**src/hw/raster_cfg_pkg.sv**
```systemverilog
//**************************************************************************
// Shared definitions for the rasterizer command front end.
// Holds the command opcodes, the span register map, the bus widths and
// the two views of a command header word.
// Modules pull these in with a wildcard import in their module header.
//**************************************************************************

package raster_cfg_pkg;

    // Width of one word on the command stream
    localparam int cmd_width = 32;

    // Register bank geometry, one register is written per payload beat
    localparam int reg_width = 32;
    localparam int bank_size = 4;
    localparam int index_width = 2;

    // Pixel stream field widths
    localparam int coord_width = 12;
    localparam int color_width = 24;

    // A sync tag fills everything below the opcode
    localparam int tag_width = 28;

    // Opcodes in the top nibble of a header, anything else is skipped
    localparam logic [3:0] op_reg_write = 4'h1;
    localparam logic [3:0] op_sync = 4'h2;

    // Register map of the span filler
    localparam logic [index_width-1:0] reg_span_y = 2'd0;
    localparam logic [index_width-1:0] reg_span_x_start = 2'd1;
    localparam logic [index_width-1:0] reg_span_x_end = 2'd2;
    localparam logic [index_width-1:0] reg_span_color = 2'd3;

    // A header word seen either as a register write or as a sync command
    // The opcode sits in the top four bits in both views
    typedef union packed {
        struct packed {
            logic [3:0]  opcode;
            logic [3:0]  offset;
            logic [7:0]  count;
            logic [15:0] reserved;
        } wr;
        struct packed {
            logic [3:0]           opcode;
            logic [tag_width-1:0] tag;
        } sync;
    } cmd_header_t;

endpackage
```
**src/hw/raster_cfg_top.sv**
```systemverilog
//**************************************************************************
// Top level of the rasterizer command front end.
// Connects the command parser, the span register bank and the span
// filler. Takes a 32-bit command stream, returns pixels and sync tags.
//**************************************************************************

`timescale 1ns/100ps

module raster_cfg_top
    import raster_cfg_pkg::*;
(
    input  logic                   aclk,
    input  logic                   resetn,

    // Command stream
    input  logic                   cmd_valid,
    output logic                   cmd_ready,
    input  logic [cmd_width-1:0]   cmd_data,

    // Pixel stream
    output logic                   pixel_valid,
    input  logic                   pixel_ready,
    output logic [coord_width-1:0] pixel_x,
    output logic [coord_width-1:0] pixel_y,
    output logic [color_width-1:0] pixel_color,

    // Sync echo, a single-cycle pulse
    output logic                   sync_valid,
    output logic [tag_width-1:0]   sync_tag
);

    // Parser to bank beats
    logic                   wr_valid;
    logic                   wr_last;
    logic [cmd_width-1:0]   wr_data;
    logic [index_width-1:0] wr_offset;

    // Bank to filler handshake
    logic                   update_req;
    logic                   update_ack;

    // Span registers
    logic [coord_width-1:0] span_y;
    logic [coord_width-1:0] span_x_start;
    logic [coord_width-1:0] span_x_end;
    logic [color_width-1:0] span_color;

    command_parser u_parser (
        .aclk       (aclk),
        .resetn     (resetn),
        .cmd_valid  (cmd_valid),
        .cmd_ready  (cmd_ready),
        .cmd_data   (cmd_data),
        .update_req (update_req),
        .update_ack (update_ack),
        .wr_valid   (wr_valid),
        .wr_last    (wr_last),
        .wr_data    (wr_data),
        .wr_offset  (wr_offset),
        .sync_valid (sync_valid),
        .sync_tag   (sync_tag)
    );

    register_bank u_bank (
        .aclk         (aclk),
        .resetn       (resetn),
        .wr_valid     (wr_valid),
        .wr_last      (wr_last),
        .wr_data      (wr_data),
        .wr_offset    (wr_offset),
        .update_req   (update_req),
        .update_ack   (update_ack),
        .span_y       (span_y),
        .span_x_start (span_x_start),
        .span_x_end   (span_x_end),
        .span_color   (span_color)
    );

    span_filler u_filler (
        .aclk         (aclk),
        .resetn       (resetn),
        .update_req   (update_req),
        .update_ack   (update_ack),
        .span_y       (span_y),
        .span_x_start (span_x_start),
        .span_x_end   (span_x_end),
        .span_color   (span_color),
        .pixel_valid  (pixel_valid),
        .pixel_ready  (pixel_ready),
        .pixel_x      (pixel_x),
        .pixel_y      (pixel_y),
        .pixel_color  (pixel_color)
    );

endmodule

```
**src/hw/span_filler.sv**
```systemverilog
//**************************************************************************
// Scanline span filler.
// On an update request it latches the span registers and emits one pixel
// per accepted cycle from x start to x end on a valid/ready stream.
// Completion is reported on the ack side of the four-phase handshake.
//**************************************************************************

`timescale 1ns/100ps

module span_filler
    import raster_cfg_pkg::*;
(
    input  logic                   aclk,
    input  logic                   resetn,

    // Acknowledge side of the update handshake
    input  logic                   update_req,
    output logic                   update_ack,

    // Span registers from the bank
    input  logic [coord_width-1:0] span_y,
    input  logic [coord_width-1:0] span_x_start,
    input  logic [coord_width-1:0] span_x_end,
    input  logic [color_width-1:0] span_color,

    // Pixel stream out
    output logic                   pixel_valid,
    input  logic                   pixel_ready,
    output logic [coord_width-1:0] pixel_x,
    output logic [coord_width-1:0] pixel_y,
    output logic [color_width-1:0] pixel_color
);

    // The FSM is held in two flags
    // Idle has both low, draw has drawing high, done has update_ack high
    logic                   drawing;

    // Current x and the latched span
    logic [coord_width-1:0] x_count;
    logic [coord_width-1:0] x_end_q;
    logic [coord_width-1:0] y_q;
    logic [color_width-1:0] color_q;

    logic span_empty;
    logic start;
    logic pixel_fire;
    logic last_pixel;

    // A span whose end lies left of its start has no pixel at all
    assign span_empty = span_x_end < span_x_start;

    // A fresh request is seen only from idle
    assign start = update_req && !update_ack && !drawing;

    assign pixel_fire = pixel_valid && pixel_ready;
    assign last_pixel = pixel_fire && (x_count == x_end_q);

    // Control flags
    always_ff @(posedge aclk)
    begin
        if (!resetn)
        begin
            drawing <= 1'b0;
            update_ack <= 1'b0;
        end
        else
        begin
            if (start)
            begin
                if (span_empty)
                begin
                    // Nothing to draw, go straight to done
                    update_ack <= 1'b1;
                end
                else
                begin
                    drawing <= 1'b1;
                end
            end
            if (last_pixel)
            begin
                drawing <= 1'b0;
                update_ack <= 1'b1;
            end
            // Ack is held in done until the bank lets go of its request
            if (update_ack && !update_req)
            begin
                update_ack <= 1'b0;
            end
        end
    end

    // Span latch and x counter
    always_ff @(posedge aclk)
    begin
        if (start)
        begin
            x_count <= span_x_start;
            x_end_q <= span_x_end;
            y_q <= span_y;
            color_q <= span_color;
        end
        else if (pixel_fire)
        begin
            x_count <= x_count + 1'b1;
        end
    end

    assign pixel_valid = drawing;
    assign pixel_x = x_count;
    assign pixel_y = y_q;
    assign pixel_color = color_q;

    // A stalled pixel keeps its values until the sink takes it
    assert property (@(posedge aclk) disable iff (!resetn)
        (pixel_valid && !pixel_ready) |=> (pixel_valid && $stable(pixel_x)
            && $stable(pixel_y) && $stable(pixel_color)));

    // Ack only ever answers a live request from the bank
    assert property (@(posedge aclk) disable iff (!resetn)
        $rose(update_ack) |-> update_req);

endmodule

```
**src/hw/register_bank.sv**
```systemverilog
//**************************************************************************
// Span register bank.
// Deserializes payload beats into four registers, starting at the offset
// from the header. After the last beat it requests an update from the
// span filler with a four-phase req/ack handshake.
//**************************************************************************

`timescale 1ns/100ps

module register_bank
    import raster_cfg_pkg::*;
(
    input  logic                   aclk,
    input  logic                   resetn,

    // Payload beats from the parser
    input  logic                   wr_valid,
    input  logic                   wr_last,
    input  logic [cmd_width-1:0]   wr_data,
    input  logic [index_width-1:0] wr_offset,

    // Request side of the update handshake
    output logic                   update_req,
    input  logic                   update_ack,

    // Register contents towards the filler
    output logic [coord_width-1:0] span_y,
    output logic [coord_width-1:0] span_x_start,
    output logic [coord_width-1:0] span_x_end,
    output logic [color_width-1:0] span_color
);

    logic [reg_width-1:0]   reg_mem [bank_size];
    // Position within the current register write
    logic [index_width-1:0] reg_index;
    // Target register, wraps around inside the bank
    logic [index_width-1:0] wr_addr;

    assign wr_addr = reg_index + wr_offset;

    // Register storage
    always_ff @(posedge aclk)
    begin
        if (wr_valid)
        begin
            reg_mem[wr_addr] <= wr_data[reg_width-1:0];
        end
    end

    // Running index and update request
    always_ff @(posedge aclk)
    begin
        if (!resetn)
        begin
            reg_index <= '0;
            update_req <= 1'b0;
        end
        else
        begin
            // Request is withdrawn once the filler reports the span done
            if (update_ack)
            begin
                update_req <= 1'b0;
            end
            if (wr_valid)
            begin
                if (wr_last)
                begin
                    reg_index <= '0;
                    update_req <= 1'b1;
                end
                else
                begin
                    reg_index <= reg_index + 1'b1;
                end
            end
        end
    end

    // Only the low bits of each register are meaningful to the filler
    assign span_y = reg_mem[reg_span_y][coord_width-1:0];
    assign span_x_start = reg_mem[reg_span_x_start][coord_width-1:0];
    assign span_x_end = reg_mem[reg_span_x_end][coord_width-1:0];
    assign span_color = reg_mem[reg_span_color][color_width-1:0];

    // A new request must wait until the filler has dropped its ack
    assert property (@(posedge aclk) disable iff (!resetn)
        (!update_req && update_ack) |=> !update_req);

endmodule

```
**src/hw/command_parser.sv**
```systemverilog
//**************************************************************************
// Command stream decoder.
// Splits the 32-bit stream into headers and payload words. Register
// writes go out as beats with an offset and a last flag, sync commands
// produce a one-cycle tag pulse once no span is pending.
//**************************************************************************

`timescale 1ns/100ps

module command_parser
    import raster_cfg_pkg::*;
(
    input  logic                   aclk,
    input  logic                   resetn,

    // Command stream in
    input  logic                   cmd_valid,
    output logic                   cmd_ready,
    input  logic [cmd_width-1:0]   cmd_data,

    // Handshake state of the bank and the filler
    input  logic                   update_req,
    input  logic                   update_ack,

    // Payload beats towards the register bank
    output logic                   wr_valid,
    output logic                   wr_last,
    output logic [cmd_width-1:0]   wr_data,
    output logic [index_width-1:0] wr_offset,

    // Sync echo
    output logic                   sync_valid,
    output logic [tag_width-1:0]   sync_tag
);

    // High while payload words of a register write are expected
    logic                   in_payload;
    // Payload words still to come in the current register write
    logic [7:0]             words_left;
    logic [index_width-1:0] offset_q;

    // The incoming word as a header, only meaningful outside the payload
    cmd_header_t header;

    logic hdr_accept;
    logic beat;

    assign header = cmd_data;

    // Headers wait while a span is requested or still being acknowledged
    // Payload words are always taken, the bank never stalls
    assign cmd_ready = in_payload || !(update_req || update_ack);

    assign hdr_accept = !in_payload && cmd_valid && cmd_ready;
    assign beat = in_payload && cmd_valid;

    // Beats leave in the same cycle the word is accepted
    assign wr_valid = beat;
    assign wr_last = in_payload && (words_left == 8'd1);
    assign wr_data = cmd_data;
    assign wr_offset = offset_q;

    // Header and payload phase, plus the sync pulse
    always_ff @(posedge aclk)
    begin
        if (!resetn)
        begin
            in_payload <= 1'b0;
            sync_valid <= 1'b0;
        end
        else
        begin
            sync_valid <= 1'b0;
            if (hdr_accept)
            begin
                case (header.wr.opcode)
                    op_reg_write:
                    begin
                        // A write with no words stays in the header phase
                        if (header.wr.count != 8'd0)
                        begin
                            in_payload <= 1'b1;
                        end
                    end
                    op_sync:
                    begin
                        sync_valid <= 1'b1;
                    end
                    default:
                    begin
                        // Unknown opcodes are one word long and dropped
                    end
                endcase
            end
            if (beat && wr_last)
            begin
                in_payload <= 1'b0;
            end
        end
    end

    // Word counter, offset and tag are payload and carry no reset
    always_ff @(posedge aclk)
    begin
        if (hdr_accept)
        begin
            words_left <= header.wr.count;
            offset_q <= header.wr.offset[index_width-1:0];
            if (header.sync.opcode == op_sync)
            begin
                sync_tag <= header.sync.tag;
            end
        end
        else if (beat)
        begin
            words_left <= words_left - 8'd1;
        end
    end

    // The bank only raises its request after the last beat, so no beat
    // may ever overlap a pending request
    assert property (@(posedge aclk) disable iff (!resetn)
        wr_valid |-> !update_req);

endmodule

```
**config.mk**
```make
export PLATFORM = sky130hd
export DESIGN_NAME = raster_cfg_top
export DESIGN_NICKNAME = d
export VERILOG_FILES = /design/src/hw/raster_cfg_pkg.sv /design/src/hw/raster_cfg_top.sv /design/src/hw/span_filler.sv /design/src/hw/register_bank.sv /design/src/hw/command_parser.sv
export SDC_FILE = /design/constraint.sdc
export NUM_CORES = 1
export LEC_CHECK = 0
export ABC_CLOCK_PERIOD_IN_PS = 3780
export BUFFER_PORTS_ARGS = -buffer_cell sky130_fd_sc_hd__buf_2
export CAP_MARGIN = 10
export CELL_PAD_IN_SITES_DETAIL_PLACEMENT = 1
export CELL_PAD_IN_SITES_GLOBAL_PLACEMENT = 2
export CORE_MARGIN = 3
export CORE_UTILIZATION = 30
export CTS_CLUSTER_SIZE = 24
export DETAILED_ROUTE_END_ITERATION = 16
export PLACE_DENSITY_LB_ADDON = 0.1
export SLEW_MARGIN = 20
export SYNTH_ARGS = -nofsm -noshare
export SYNTH_HDL_FRONTEND = slang
export SYNTH_SLANG_ARGS = --single-unit
export TNS_END_PERCENT = 50
```
**constraint.sdc**
```tcl
create_clock -name aclk -period 3.78 [get_ports aclk]
set_input_delay 0.189 -clock aclk [delete_from_list [all_inputs] [get_ports aclk]]
set_output_delay 0.189 -clock aclk [all_outputs]
set_load 0.01 [all_outputs]
```
# Word-level counts from Yosys, hierarchy flattened

Memories as Yosys holds them, arrays and structs flattened. A register that Yosys moved wholly into a read port is not among the register bits.
Cells that the tools add are included.

Reductions and logical operators: 30
Add/sub/neg operators: 4
Divide/modulo/power cells: 0
Shift-type cells: 0
Bitwise operators: 2
Multipliers: 0
Magnitude comparators: 1
Equal/unequal tests: 4
Multiplexer cells: 14

Operator list:

| kind                                                                | number |
|---|---|
| 12-bit two-way mux                                                  | 2 |
| 8-bit two-way mux                                                   | 2 |
| 12-bit by 1-bit adder with 12-bit output (second input constant)    | 1 |
| 12-bit == test                                                      | 1 |
| 12-bit < comparator                                                 | 1 |
| 1-bit logical AND                                                   | 10 |
| 1-bit two-way mux                                                   | 9 |
| 8-bit by 1-bit == test with 1-bit output (second input constant)    | 1 |
| 2-bit AND reduction                                                 | 4 |
| 2-bit nonzero test                                                  | 4 |
| 8-bit nonzero test                                                  | 1 |
| 8-bit by 1-bit subtractor with 8-bit output (second input constant) | 1 |
| 2-bit OR reduction                                                  | 3 |
| 1-bit zero test                                                     | 5 |
| 4-bit by 1-bit == test with 1-bit output (second input constant)    | 1 |
| 4-bit by 2-bit == test with 1-bit output (second input constant)    | 1 |
| 3-bit AND reduction                                                 | 1 |
| 2-bit by 1-bit adder with 2-bit output (second input constant)      | 1 |
| 2-bit adder                                                         | 1 |
| 1-bit logical OR                                                    | 2 |
| 2-bit two-way mux                                                   | 1 |
| 1-bit NOT                                                           | 2 |

Word-level logic and storage cells: 67
RAM bits: 128
Output and inout bits: 79
Memories kept: 1
Input bits: 36
Bits in registers: 69
Bits in latches: 0
Bits in read-only memories: 0

Memory list:

| name           | depth | bits a word | read ports | clocked after memory_dff | write ports | line                | text |
|---|---|---|---|---|---|---|---|
| u_bank.reg_mem | 4     | 32          | 4          | 2                        | 1           | register_bank.sv:33 | `logic [reg_width-1:0] reg_mem [bank_size];` |

# Depth between registers and ports, before layout

Depth after elaboration: 5
Gate-level depth with buffers: 7
Mapped depth without buffers: 7

# Hierarchy

Synthesis repeated with hierarchy kept, for this count alone.

Cell total of the unflattened synthesis: 384
Area, all modules: 6383.6 µm²

Modules (own cells, without submodules):

| module         | sequential area each (µm²) | cells each | instances | area each (µm²) |
|---|---|---|---|---|
| span_filler    | 1841.8                     | 176        | 1         | 2610.0 |
| register_bank  | 1861.8                     | 83         | 1         | 2018.2 |
| command_parser | 1181.1                     | 125        | 1         | 1755.4 |

# Worst setup path before layout

No wires, ideal clock.

Kind: register to register
Start: register u_filler.update_ack
End: register u_filler.x_count[2], in the netlist u_filler.pixel_x[2] (data pin)
Arrival time: 2483 ps
Library setup time: 330 ps
Buffers on the path: 1
Path slack: 967 ps
Required time: 3450 ps
Period minus slack after synthesis: 2813 ps
Cell stages (with the launch flop): 6
Cells stage by stage: dfxtp_1 inv_1 nand2_1 nor2_1 clkbuf_1 a21oi_1

Longest elaborated chain between the ends: 4

RTL lines:

| element                        | line               | text |
|---|---|---|
| start, declared                | span_filler.sv:18  | `output logic update_ack,` |
| start signal, assigned         | span_filler.sv:64  | `update_ack <= 1'b0;` |
| start signal, assigned         | span_filler.sv:73  | `update_ack <= 1'b1;` |
| start signal, assigned         | span_filler.sv:83  | `update_ack <= 1'b1;` |
| 1-bit zero test                | span_filler.sv:53  | `assign start = update_req && !update_ack && !drawing;` |
| 1-bit logical AND (2 in a row) | span_filler.sv:53  |  |
| named net u_filler.start       | span_filler.sv:45  | `logic start;` |
| 12-bit two-way mux             | span_filler.sv:96  | `if (start)` |
| end signal, assigned           | span_filler.sv:98  | `x_count <= span_x_start;` |
| end signal, assigned           | span_filler.sv:105 | `x_count <= x_count + 1'b1;` |
| end, declared                  | span_filler.sv:39  | `logic [coord_width-1:0] x_count;` |

The timed path passes the listed nets, and every way through them passes these cells.
A chain may end at the register's enable or synchronous reset.

# Worst setup path after layout

Start: register u_parser.in_payload
End: register u_parser.sync_tag[22] (enable)

Longest elaborated chain between the ends: 4
Elaborated cells between the ends (all ways): 5
Those cells by class: reduce/logical: 5

RTL lines:

| element                           | line                  | text |
|---|---|---|
| start, declared                   | command_parser.sv:37  | `logic in_payload;` |
| start signal, assigned            | command_parser.sv:68  | `in_payload <= 1'b0;` |
| start signal, assigned            | command_parser.sv:82  | `in_payload <= 1'b1;` |
| start signal, assigned            | command_parser.sv:97  | `in_payload <= 1'b0;` |
| 1-bit zero test                   | command_parser.sv:54  | `assign hdr_accept = !in_payload && cmd_valid && cmd_ready;` |
| 1-bit logical AND                 | command_parser.sv:54  |  |
| 1-bit logical AND (*)             | command_parser.sv:54  |  |
| 2-bit AND reduction (no line) (*) | -                     |  |
| end signal, assigned              | command_parser.sv:111 | `sync_tag <= header.sync.tag;` |
| end, declared                     | command_parser.sv:33  | `output logic [tag_width-1:0] sync_tag` |

Mark *: on every way between the ends. The rest lies on a longest branch, timed or not.

==> metrics.csv <==
stage;metric;value;unit
run_status;status;finished clean;
drt;DRT iter0 DRCs;144;
synth;leading area contributor after synthesis;edfxtp_1;
timing;Fin. Hold Viols;0;
drt;drt total wl;13800;um
power;Leak Pwr;0.00281;uW
floorplan;Die ar.;21900;um2
worst_hold_path;Hold Crit Class;input port to register;
timing;final hold slack;0.0146;ns
drt;Routed WL per cell;17.9;um
floorplan;Placeable Area;19700;um2
synth;cells after synthesis;343;
global_routing;gr usage total;13.0;%
timing;Setup-failing EPs final;0;
clock_tree;Clk Latency, worst-skew pair;0.43;ns
worst_setup_path;required time at the worst-slack endpoint;3.88;ns
floorplan;Starting Density;30.7;%
clock_tree;worst-case clock buffer depth;2;
timing;Rel. slew slack;36.3;%
placed_design;placed insts;726;
run;maxcap violations;0;
worst_setup_path;flop-to-flop setup slack;1.43;ns
layout;layout cells sized above 1;31.5;%
drt;number of routed nets with antenna violations;0;
drt;Via-to-Cell Ratio;4.33;
clock_tree;# clock sinks;165;
worst_setup_path;critical path arrival;2.45;ns
synth;yosys warns;0;
timing;unrepaired setup endpoints after global routing;false;
clock_tree;clk slew on worst S/H paths;0.07;ns
global_routing;gr ovfl total;0;
drt;DRC viols;0;
synth;Seq cells post-synth;165;
synth;Seq/Total Area, Yosys;80.9;%
floorplan;Vert. Die Dim;148;um
synth;asr flop ratio synth;0;%
global_routing;vias in the first global route;3652;
timing;TNS Setup;0;ns
clock_tree;post-CTS setup buffers;0;
layout;fin cells;770;
timing;fin crit share;62.2;%
layout;area added between synthesis and finish;28.0;%
synth;share of the synthesized area in the top cell type;78.5;%
global_routing;initial antenna violation count;0;
floorplan;row count;51;
timing;worst-margin pin slew;0.952;ns
timing;Fmax;425;MHz
placed_design;HPWL after DPL;9700;um
power;power per standard cell area;498;nW/um2
synth;Most used DFF post-synth;edfxtp_1;
drt;Pre-Repair DR Iteration Count;4;
clock_tree;TritonCTS Buffers;17;
global_routing;first-pass GRT wire length;21200;um
synth;syn avg cell area;17.6;um2
floorplan;Die X;148;um
power;VDD IR max;0.000307;V
timing;Worst Clk Skew;0.0182;ns
clock_tree;clk root buf;clkbuf_16;
worst_setup_path;Max FO, Critical Path;21;
floorplan;I/O Pins;115;
clock_tree;CTS tree;built;
synth;Netlist cell types;34;
synth;Syn Nets;394;
worst_setup_path;crit end category;register;
worst_setup_path;crit path kind;register to register;
placed_design;Placer Congestion;0.697;
timing;crit path time final;2.35;ns
drt;vias;3337;
layout;Layout Nets;543;
synth;Post-synth EDFFs;158;
timing;fin. max-slew vios;0;
layout;# diodes;0;
placed_design;Buffers on Ports;114;
clock_tree;H-Tree Depth;4;
synth;Mapped Area;6040;um2
synth;synth top area cells;edfxtp_1 79%, ha_1 3.1%, xor2_1 2.9%;
global_routing;largest net degree at the start of global routing;36;
worst_setup_path;CP Launch Type;register;
## state kept, by name, indices dropped and copies added, names as in the netlist, 2 cells and up
| register | count |
|---|---|
| u_parser.sync_tag | 28 |
| u_bank.reg_mem | 60 |
| u_bank.reg_index | 2 |
| u_filler.pixel_color | 24 |
| u_filler.x_end_q | 12 |
| u_parser.words_left | 8 |
| u_parser.wr_offset | 2 |
| u_filler.pixel_x | 12 |
| u_filler.pixel_y | 12 |
## path summary, 6_finish.rpt
check                                   startpoint                               to  cells after the start
hold / removal                        cmd_data[21]  u_parser.sync_tag[21]$_DFFE_PP_                      1
setup / recovery  u_parser.in_payload$_SDFFE_PP0P_  u_parser.sync_tag[22]$_DFFE_PP_                      5
setup reg to reg  u_parser.in_payload$_SDFFE_PP0P_  u_parser.sync_tag[22]$_DFFE_PP_                      5
hold reg to reg     u_bank.reg_mem[0][1]$_DFFE_PP_    u_filler.pixel_y[1]$_DFFE_PP_                      0
## placed cells by master, fill, tap and decap left out, drive strengths merged, types with 2 or more instances in the layout
| cell | netlist | routed |
|---|---|---|
| a211oi | 2 | 2 |
| a21boi | 2 | 2 |
| a21oi | 11 | 11 |
| and2 | 2 | 2 |
| and3 | 4 | 4 |
| buf | 0 | 121 |
| bufinv | 0 | 2 |
| clkbuf | 3 | 17 |
| clkinv | 0 | 6 |
| dfxtp | 7 | 7 |
| dlygate4sd3 | 0 | 12 |
| edfxtp | 158 | 158 |
| ha | 15 | 15 |
| inv | 14 | 20 |
| nand2 | 28 | 28 |
| nand3 | 6 | 6 |
| nand4 | 4 | 4 |
| nor2 | 14 | 14 |
| nor3 | 3 | 3 |
| nor3b | 3 | 3 |
| nor4 | 4 | 4 |
| o211ai | 2 | 2 |
| o21ai | 16 | 16 |
| o21bai | 2 | 2 |
| xnor2 | 13 | 13 |
| xor2 | 20 | 20 |
## critical path, cell delays in order, from the launching register on
cell	delay, ns
dfxtp_1	0.37
nor4b_4	0.26
buf_4	0.25
nor3b_1	0.29
and3b_1	0.48
buf_4	0.37
## metrics by stage
stage / total power [uW] / utilization (%) / worst slack (ns) / cell area [um2]
after floorplan: 2090 / - / 0.967 / 6040
after global placement: 2140 / 35.7 / 1.50 / 7010
after detailed placement: 2150 / 35.7 / 1.36 / 7010
after CTS: 3890 / 39.3 / 1.36 / 7720
after global routing: 3990 / 39.3 / 1.23 / 7730
final: 3850 / 39.3 / 1.43 / 7730
## cell type report
class | instances | area [um2]
clock inverters | 15 | 169
clock buffers | 17 | 425
multi-input cells | 161 | 1110
repair buffers | 133 | 756
well taps | 265 | 332
fillers | 2047 | 11900
inverters | 14 | 52.6
flip-flops and latches | 165 | 4880
## power by group
| part | switching, uW | internal, uW | leakage (uW) |
|---|---|---|---|
| Combinational | 54.7 | 40.7 | 0.00104 |
| Sequential | 9.70 | 2010 | 0.00149 |
| Clock | 751 | 990 | 0.000289 |
| Total | 816 | 3040 | 0.00281 |
## Yosys cell counts, types with 4 or more instances
master    count
a21oi_1      11
nor4_1        4
edfxtp_1    158
nand3_1       6
inv_1        14
nand4_1       4
nand2_1      28
o21ai_1       6
nor2_1       14
xnor2_1      13
ha_1         15
dfxtp_1       7
o21ai_0      10
xor2_1       20
## kinds of logic after synthesis
logic type      synth area share, %
fa+ha+maj                      3.11
mux                           0.186
buf+inv                        1.06
xor+xnor                       4.78
compound gates                 3.60
simple gates                   6.40
flops                          80.9
## repair_timing
| action | 4_1_cts | 5_1_grt |
|---|---|---|
| hold buffers | 11 | 1 |
| resized for setup | 0 | 0 |
| endpoints found under the hold margin | 20 | 2 |
## per-layer routing
| metal | vias up | part of all wire, % | track usage [%] |
|---|---|---|---|
| li1 | 1585 | - | - |
| met2 | 88 | 47 | 20.1 |
| met5 | - | 0 | 0 |
| met4 | 0 | 0.84 | 4.30 |
| met1 | 1652 | 46 | 17.2 |
| met3 | 12 | 6.4 | 4.75 |
(Power assumes the default switching activity.)
